===== config.mk =====
export PLATFORM = sky130hd
export DESIGN_NAME = uart_host_bridge
export DESIGN_NICKNAME = d
export VERILOG_FILES = /design/src/logic/uart_pkg.sv /design/src/logic/uart_tx.sv /design/src/logic/uart_rx.sv /design/src/logic/uart_cmd_ctrl.sv /design/src/logic/uart_host_bridge.sv
export SDC_FILE = /design/constraint.sdc
export NUM_CORES = 1
export LEC_CHECK = 0
export BUFFER_PORTS_ARGS = -buffer_cell sky130_fd_sc_hd__clkbuf_2
export CORE_MARGIN = 2
export CORE_UTILIZATION = 35
export DETAILED_ROUTE_END_ITERATION = 10
export GPL_TIMING_DRIVEN = 0
export PLACE_DENSITY = 0.53
export SLEW_MARGIN = 25
export SYNTH_ARGS = -nofsm -noshare
export SYNTH_HDL_FRONTEND = slang
export SYNTH_SLANG_ARGS = --single-unit

===== constraint.sdc =====
create_clock -name clk -period 3.9 [get_ports clk]
set_input_delay 1.17 -clock clk [delete_from_list [all_inputs] [get_ports clk]]
set_output_delay 1.17 -clock clk [all_outputs]
set_load 0.01 [all_outputs]

===== src/logic/uart_pkg.sv =====
package uart_pkg;

  // **************************************************************************
  // Frame format
  // **************************************************************************

  localparam int CMD_W      = 16;  // Write flag, 7-bit address, data byte.
  localparam int DATA_W     = 8;
  localparam int FRAME_BITS = 11;  // Start, 8 data, parity, stop.

  // **************************************************************************
  // Timing, in bit times unless noted
  // **************************************************************************

  localparam int GAP_BITS          = 2;    // Idle between address and data frame.
  localparam int RESP_TIMEOUT_BITS = 40;
  localparam int CLKS_PER_BIT_DEF  = 434;  // 50 MHz at 115200 baud.

  typedef enum logic [1:0] {
    RD_OK         = 2'd0,
    RD_PARITY_ERR = 2'd1,
    RD_FRAME_ERR  = 2'd2,
    RD_TIMEOUT    = 2'd3
  } rd_status_e;

  typedef enum logic [2:0] {
    IDLE   = 3'd0,
    W_ADDR = 3'd1,
    W_GAP  = 3'd2,
    W_DATA = 3'd3,
    R_ADDR = 3'd4,
    R_WAIT = 3'd5,
    R_RECV = 3'd6
  } ctrl_state_e;

endpackage


===== src/logic/uart_tx.sv =====
`timescale 1ns/1ps

module uart_tx #(
  parameter int clks_per_bit = uart_pkg::CLKS_PER_BIT_DEF
) (
  input  logic                        clk,
  input  logic                        rst_n,
  input  logic                        tx_start,
  input  logic [uart_pkg::DATA_W-1:0] tx_byte,
  output logic                        tx,
  output logic                        tx_busy
);

  import uart_pkg::*;

  localparam int CNT_W = $clog2(clks_per_bit);

  logic [CNT_W-1:0]  bit_cnt;
  logic [3:0]        bit_idx;
  logic [DATA_W+1:0] shift_q;  // Stop, parity, data.
  logic              bit_end;

  assign bit_end = (bit_cnt == CNT_W'(clks_per_bit - 1));

  always_ff @(posedge clk or negedge rst_n)
  begin
    if (!rst_n)
    begin
      tx      <= 1'b1;
      tx_busy <= 1'b0;
      bit_cnt <= '0;
      bit_idx <= '0;
    end
    else if (tx_start)
    begin
      tx      <= 1'b0;  // Start bit.
      tx_busy <= 1'b1;
      bit_cnt <= '0;
      bit_idx <= '0;
    end
    else if (tx_busy)
    begin
      if (bit_end)
      begin
        bit_cnt <= '0;
        if (bit_idx == 4'(FRAME_BITS - 1))
        begin
          tx      <= 1'b1;  // Back to idle after the stop bit.
          tx_busy <= 1'b0;
        end
        else
        begin
          tx      <= shift_q[0];
          bit_idx <= bit_idx + 4'd1;
        end
      end
      else
        bit_cnt <= bit_cnt + 1'b1;
    end
  end

  always_ff @(posedge clk)
  begin
    if (tx_start)
      shift_q <= {1'b1, ^tx_byte, tx_byte};  // Even parity.
    else if (tx_busy && bit_end)
      shift_q <= shift_q >> 1;
  end

  // The controller only launches a frame once the previous one is out.
  a_start_idle: assert property (@(posedge clk) disable iff (!rst_n)
    tx_start |-> !tx_busy)
    else $error("tx_start while a frame is still being sent.");

endmodule


===== src/logic/uart_rx.sv =====
`timescale 1ns/1ps

module uart_rx #(
  parameter int clks_per_bit = uart_pkg::CLKS_PER_BIT_DEF
) (
  input  logic                        clk,
  input  logic                        rst_n,
  input  logic                        rx,
  output logic                        rx_start_seen,
  output logic                        rx_done,
  output logic [uart_pkg::DATA_W-1:0] rx_byte,
  output uart_pkg::rd_status_e        rx_status
);

  import uart_pkg::*;

  localparam int CNT_W = $clog2(clks_per_bit);
  localparam int HALF  = clks_per_bit / 2;

  logic              rx_meta;
  logic              rx_sync;
  logic              rx_prev;
  logic              active;
  logic [CNT_W-1:0]  cnt;
  logic [3:0]        idx;
  logic              bit_end;
  logic [DATA_W-1:0] shift_q;
  logic              par_bit;
  logic              stop_bit;

  // Start check and the closing tail run on half bits, the rest on full bits.
  assign bit_end = (idx == 4'd0 || idx == 4'(FRAME_BITS)) ?
                   (cnt == CNT_W'(HALF - 1)) : (cnt == CNT_W'(clks_per_bit - 1));

  always_ff @(posedge clk or negedge rst_n)
  begin
    if (!rst_n)
    begin
      rx_meta       <= 1'b1;
      rx_sync       <= 1'b1;
      rx_prev       <= 1'b1;
      active        <= 1'b0;
      cnt           <= '0;
      idx           <= '0;
      rx_start_seen <= 1'b0;
      rx_done       <= 1'b0;
    end
    else
    begin
      rx_meta       <= rx;
      rx_sync       <= rx_meta;
      rx_prev       <= rx_sync;
      rx_start_seen <= 1'b0;
      rx_done       <= 1'b0;
      if (!active)
      begin
        cnt <= '0;
        idx <= '0;
        if (rx_prev && !rx_sync)
          active <= 1'b1;  // Falling edge, candidate start bit.
      end
      else if (bit_end)
      begin
        cnt <= '0;
        if (idx == 4'd0)
        begin
          if (!rx_sync)
          begin
            idx           <= 4'd1;
            rx_start_seen <= 1'b1;
          end
          else
            active <= 1'b0;  // Glitch.
        end
        else if (idx == 4'(FRAME_BITS))
        begin
          active  <= 1'b0;
          rx_done <= 1'b1;
        end
        else
          idx <= idx + 4'd1;
      end
      else
        cnt <= cnt + 1'b1;
    end
  end

  always_ff @(posedge clk)
  begin
    if (active && bit_end)
    begin
      if (idx >= 4'd1 && idx <= 4'd8)
        shift_q <= {rx_sync, shift_q[DATA_W-1:1]};  // LSB first.
      else if (idx == 4'd9)
        par_bit <= rx_sync;
      else if (idx == 4'd10)
        stop_bit <= rx_sync;
      else if (idx == 4'(FRAME_BITS))
      begin
        rx_byte <= shift_q;
        if (!stop_bit)
          rx_status <= RD_FRAME_ERR;
        else if (par_bit != ^shift_q)
          rx_status <= RD_PARITY_ERR;
        else
          rx_status <= RD_OK;
      end
    end
  end

endmodule


===== src/logic/uart_cmd_ctrl.sv =====
`timescale 1ns/1ps

module uart_cmd_ctrl #(
  parameter int clks_per_bit = uart_pkg::CLKS_PER_BIT_DEF
) (
  input  logic                        clk,
  input  logic                        rst_n,
  input  logic [uart_pkg::CMD_W-1:0]  cmd_in,
  input  logic                        cmd_vld,
  output logic                        cmd_rdy,
  output logic                        tx_start,
  output logic [uart_pkg::DATA_W-1:0] tx_byte,
  input  logic                        tx_busy,
  input  logic                        rx_start_seen,
  input  logic                        rx_done,
  input  logic [uart_pkg::DATA_W-1:0] rx_byte,
  input  uart_pkg::rd_status_e        rx_status,
  output logic                        read_vld,
  output logic [uart_pkg::DATA_W-1:0] read_data,
  output uart_pkg::rd_status_e        read_status
);

  import uart_pkg::*;

  localparam int TMR_W = $clog2(RESP_TIMEOUT_BITS * clks_per_bit);
  // Loads absorb the two cycles of frame end detection and the tx_start cycle.
  localparam int GAP_LOAD  = GAP_BITS * clks_per_bit - 4;
  localparam int WAIT_LOAD = RESP_TIMEOUT_BITS * clks_per_bit - 3;

  ctrl_state_e      state;
  ctrl_state_e      state_nxt;
  logic [CMD_W-1:0] cmd_buf;
  logic [TMR_W-1:0] tmr;
  logic             tx_busy_q;
  logic             tx_end_q;
  logic             accept;
  logic             gap_end;
  logic             resp_timeout;
  logic             resp_done;

  assign accept       = cmd_vld && cmd_rdy;
  assign gap_end      = (state == W_GAP) && (tmr == '0);
  assign resp_timeout = (state == R_WAIT) && !rx_start_seen && (tmr == '0);
  assign resp_done    = (state == R_RECV) && !read_vld && rx_done;

  // **************************************************************************
  // Next state
  // **************************************************************************

  always_comb
  begin
    state_nxt = state;
    case (state)
      IDLE:
        if (accept)
          state_nxt = cmd_in[CMD_W-1] ? W_ADDR : R_ADDR;
      W_ADDR:
        if (tx_end_q)
          state_nxt = W_GAP;
      W_GAP:
        if (gap_end)
          state_nxt = W_DATA;
      W_DATA:
        if (tx_end_q)
          state_nxt = IDLE;
      R_ADDR:
        if (tx_end_q)
          state_nxt = R_WAIT;
      R_WAIT:
        if (rx_start_seen || resp_timeout)
          state_nxt = R_RECV;
      R_RECV:
        if (read_vld)
          state_nxt = IDLE;  // Result is out, one cycle later ready again.
      default:
        state_nxt = IDLE;
    endcase
  end

  // **************************************************************************
  // Control registers
  // **************************************************************************

  always_ff @(posedge clk or negedge rst_n)
  begin
    if (!rst_n)
    begin
      state     <= IDLE;
      cmd_rdy   <= 1'b1;
      tx_start  <= 1'b0;
      read_vld  <= 1'b0;
      tx_busy_q <= 1'b0;
      tx_end_q  <= 1'b0;
      tmr       <= '0;
    end
    else
    begin
      state     <= state_nxt;
      cmd_rdy   <= (state_nxt == IDLE);
      tx_start  <= accept || gap_end;
      read_vld  <= resp_done || resp_timeout;
      tx_busy_q <= tx_busy;
      tx_end_q  <= tx_busy_q && !tx_busy;  // Frame finished a cycle ago.
      if (state == W_ADDR && tx_end_q)
        tmr <= TMR_W'(GAP_LOAD);
      else if (state == R_ADDR && tx_end_q)
        tmr <= TMR_W'(WAIT_LOAD);
      else if ((state == W_GAP || state == R_WAIT) && tmr != '0)
        tmr <= tmr - 1'b1;
    end
  end

  // **************************************************************************
  // Payload
  // **************************************************************************

  always_ff @(posedge clk)
  begin
    if (accept)
    begin
      cmd_buf <= cmd_in;
      tx_byte <= cmd_in[CMD_W-1 -: DATA_W];  // Write flag lands on bit 7.
    end
    else if (gap_end)
      tx_byte <= cmd_buf[DATA_W-1:0];
    if (resp_done)
    begin
      read_data   <= rx_byte;
      read_status <= rx_status;
    end
    else if (resp_timeout)
    begin
      read_data   <= '0;
      read_status <= RD_TIMEOUT;
    end
  end

  // A new command is only offered once the transmitter is quiet.
  a_rdy_tx_idle: assert property (@(posedge clk) disable iff (!rst_n)
    cmd_rdy |-> !tx_busy)
    else $error("cmd_rdy high while a frame is still being sent.");

endmodule


===== src/logic/uart_host_bridge.sv =====
`timescale 1ns/1ps

module uart_host_bridge #(
  parameter int clks_per_bit = uart_pkg::CLKS_PER_BIT_DEF
) (
  input  logic                        clk,
  input  logic                        rst_n,
  input  logic [uart_pkg::CMD_W-1:0]  cmd_in,
  input  logic                        cmd_vld,
  output logic                        cmd_rdy,
  input  logic                        rx,
  output logic                        tx,
  output logic                        read_vld,
  output logic [uart_pkg::DATA_W-1:0] read_data,
  output uart_pkg::rd_status_e        read_status
);

  import uart_pkg::*;

  logic              tx_start;
  logic [DATA_W-1:0] tx_byte;
  logic              tx_busy;
  logic              rx_start_seen;
  logic              rx_done;
  logic [DATA_W-1:0] rx_byte;
  rd_status_e        rx_status;

  uart_cmd_ctrl #(
    .clks_per_bit (clks_per_bit)
  ) i_uart_cmd_ctrl (
    .clk           (clk),
    .rst_n         (rst_n),
    .cmd_in        (cmd_in),
    .cmd_vld       (cmd_vld),
    .cmd_rdy       (cmd_rdy),
    .tx_start      (tx_start),
    .tx_byte       (tx_byte),
    .tx_busy       (tx_busy),
    .rx_start_seen (rx_start_seen),
    .rx_done       (rx_done),
    .rx_byte       (rx_byte),
    .rx_status     (rx_status),
    .read_vld      (read_vld),
    .read_data     (read_data),
    .read_status   (read_status)
  );

  uart_tx #(
    .clks_per_bit (clks_per_bit)
  ) i_uart_tx (
    .clk      (clk),
    .rst_n    (rst_n),
    .tx_start (tx_start),
    .tx_byte  (tx_byte),
    .tx       (tx),
    .tx_busy  (tx_busy)
  );

  uart_rx #(
    .clks_per_bit (clks_per_bit)
  ) i_uart_rx (
    .clk           (clk),
    .rst_n         (rst_n),
    .rx            (rx),
    .rx_start_seen (rx_start_seen),
    .rx_done       (rx_done),
    .rx_byte       (rx_byte),
    .rx_status     (rx_status)
  );

endmodule


==> impl_metrics.csv <==
group,metric,value,unit
synth,async_flop_share,50.44,%
clock_network,cts.path.max_buffers,2,
synth,avgSynthCellArea,12.16,um^2
floorplan,die_w,124.1,um
pwr,cellPowerDensity,575.4,nW/um^2
synth,synth-seq-cells,113,
timing,setup_ws,0.7662,ns
layout,layout_commonest_cell,"edfxtp_1",
clock_network,clk_latency,0.41,ns
routing,wl_per_cell,13.77,um
timing,layout_min_cycle_time,3.134,ns
critical_path,end_kind,"flop",
timing,layout_worst_path_cycle_share,80.35,%
grt,antenna_found_initial,0,
clock_network,clk_pin_slew,0.05,ns
pwr,ir_worst_vdd,0.3284,mV
timing,hold_viol,0,
synth,ys.flop_type,"edfxtp_1",
pwr,p_leak,0.002437,uW
timing,slew_headroom,38.82,%
pwr,p_total,3480,uW
routing,drt_iter0_drc,208,
placement,place_inst,629,
clock_network,clock_sinks,113,
grt,grt_overflow,0,
routing,met3_length,280,um
timing,grt_setup_unrepaired,"false",
routing,wl_met1,4.277,mm
timing,drv_slew,0,
floorplan,num_rows,43,
clock_network,cts_setup_buffers,0,
routing,top_layer,"met4",
grt,grt_pass1_wl,15.18,mm
floorplan,initial_core_util,36.06,%
timing,tightest_slew,0.9116,ns
routing,drtPass1Iterations,4,
routing,ant_nets,0,
floorplan,die_area,15390,um^2
layout,final_cell_mix,"edfxtp_1 (55), dfrtp_1 (52), nor2_1 (46), clkbuf_2 (31), nand2_1 (30)",
grt,grt_pass1_vias,3181,
routing,post-route-drc-count,0,
timing,setup_viol,0,
clock_network,root_buffer,"clkbuf_16",
synth,synth_warnings,0,
placement,pre_cts_slack,0.7706,ns
critical_path,arrival,3.26,ns
synth,synthCells,415,
clock_network,cts_max_level,4,
routing,met2_length,4.447,mm
floorplan,coreArea,13990,um^2
clock_network,cts_buffers,17,
layout,synthToLayoutAreaGrowth,19.89,%
clock_network,cts-resized-gates,0,
critical_path,cp-start-kind,"flop",
routing,totalWireLength,9.105,mm
synth,synth_area,5045,um^2
layout,final_layout_size_suffix_gt1_share,21.62,%
critical_path,critPathMaxFanout,6,
hold_path,min_path_type,"flop to flop",
run,max-cap-violations,0,
grt,track_usage,12.94,%
placement,dp_hpwl,6.209,mm
layout,final_cells,661,
timing,setup_tns,0,ns
grt,grt_max_degree,45,
synth,ys_seq_area_share,61.53,%
synth,ys_types,52,
layout,antennaDiodeCount,0,
synth,synth.net_count,445,
clock_network,cts_tree,"done",
critical_path,worstSetupPathType,"flop to flop",
placement,port_buffers,32,
floorplan,ios,33,
run_status,outcome,"finished, final reports clean",
layout,layout.nets,498,
routing,vias,3215,
timing,clock_skew,0.01767,ns
floorplan,die_y,124.1,um
routing,via_per_inst,4.864,
critical_path,required,4.02,ns
timing,fmax,0.3191,GHz
synth,synth-edff-count,55,
placement,place_congestion,0.7745,
clock_network,cts.hold.buffers_added,0,
## metrics by stage
step	instance area (um^2)	utilization, %	hold WS [ns]
floorplan	5045	-	0.3452
global placement	5430	38.82	0.3495
detailed placement	5479	39.17	0.3485
CTS	6048	43.24	0.3572
global route	6048	43.24	0.3579
finish	6048	43.24	0.3556
## synth_stat cells (2+ instances only)
library cell  number  area, um^2
a21oi_1           13       65.06
clkbuf_1           7       26.28
dfrtp_1           52        1301
nor2_1            46       172.7
dfstp_2            5       131.4
and4bb_2           2       25.02
ha_1              10       125.1
and2_1            11       68.82
nor3_1             9       45.04
a31oi_1            2       12.51
nor2b_1            3       18.77
xor2_1            10       87.58
nand2b_1           6       37.54
inv_1             13       48.80
nor4_1             8       50.05
o31ai_1            4       30.03
o22ai_1            2       12.51
nand2_1           30       112.6
nand3_1           16       80.08
a21o_1             2       15.01
buf_2              5       25.02
or3_1              2       12.51
nand4_1            7       43.79
o211ai_1           5       37.54
nor3b_1            3       22.52
a211oi_1           3       22.52
or4_1              5       37.54
nor4b_1            3       26.28
mux2i_1            6       60.06
nand4bb_1          2       22.52
nand3b_1           3       22.52
edfxtp_1          55        1652
xnor2_1           22       192.7
o21ai_0            7       35.03
nand2_2            2       12.51
or3b_2             2       17.52
mux2_2            17       191.4
## state kept, by name (all words and copies together), names as in the netlist, 2 cells and up
| signal | flops |
|---|---|
| i_uart_cmd_ctrl.read_status | 2 |
| i_uart_rx.cnt | 9 |
| i_uart_tx.bit_idx | 4 |
| i_uart_rx.rx_byte | 8 |
| i_uart_tx.bit_cnt | 9 |
| i_uart_rx.rx_status | 2 |
| i_uart_cmd_ctrl.read_data | 8 |
| i_uart_cmd_ctrl.cmd_buf | 8 |
| i_uart_cmd_ctrl.tmr | 15 |
| i_uart_rx.shift_q | 8 |
| i_uart_rx.idx | 4 |
| i_uart_cmd_ctrl.tx_byte | 8 |
| i_uart_tx.shift_q | 10 |
| i_uart_cmd_ctrl.state | 3 |
## path summary, 6_finish.rpt
check / slack (ns) / end / start / depth (start not counted)
setup / recovery: 0.77 / i_uart_rx.rx_byte[1]$_DFFE_PP_ / i_uart_rx.idx[0]$_DFFE_PN0P_ / 8
hold / removal: 0.36 / i_uart_rx.rx_sync$_DFF_PN1_ / i_uart_rx.rx_meta$_DFF_PN1_ / 0
setup reg to reg: 0.77 / i_uart_rx.rx_byte[1]$_DFFE_PP_ / i_uart_rx.idx[0]$_DFFE_PN0P_ / 8
hold reg to reg: 0.36 / i_uart_rx.rx_sync$_DFF_PN1_ / i_uart_rx.rx_meta$_DFF_PN1_ / 0
max in group asynchronous: 2.70 / i_uart_rx.rx_meta$_DFF_PN1_ / rst_n / 2
min in group asynchronous: 0.65 / i_uart_tx.bit_idx[2]$_DFFE_PN0P_ / rst_n / 1
## power by group
part / switching, uW / internal [uW] / leakage [uW]
combinational: 250 / 218 / 0.000936
sequential: 119 / 1420 / 0.00123
clock: 540 / 934 / 0.000270
## critical path, stage by stage, from the launching register on
cell	delay, ns
dfrtp_1	0.42
inv_1	0.12
ha_1	0.24
mux2i_1	0.11
or4_1	0.44
a21oi_1	0.36
nand2_1	0.24
nor4_2	0.64
buf_4	0.26
## per-layer routing
metal  global-route usage (%)  vias up
li1                         -     1609
met1                    16.66     1567
met2                    19.88       32
met3                    4.579        7
met4                    5.267        0
met5                        0        -
## final cells by class
cell class / count / area [um^2]
clock inverter: 14 / 140.1
sequential: 113 / 3104
multi-input combinational: 276 / 1848
clock buffer: 18 / 429.2
fill: 1288 / 7940
buffer: 13 / 55.05
tap: 180 / 225.2
timing repair buffer: 34 / 197.7
inverter: 13 / 48.80
## cell families after synthesis
group	Yosys count	share of synthesized area (%)
AND/OR/NAND/NOR	168	17.98
flip-flops	113	61.53
AO/OA/AOI/OAI	43	5.407
XOR/XNOR	32	5.555
buffers and inverters	26	2.059
multiplexers	23	4.985
adder cells (fa/ha/maj)	10	2.480
Power figures use the tool's default switching activity.
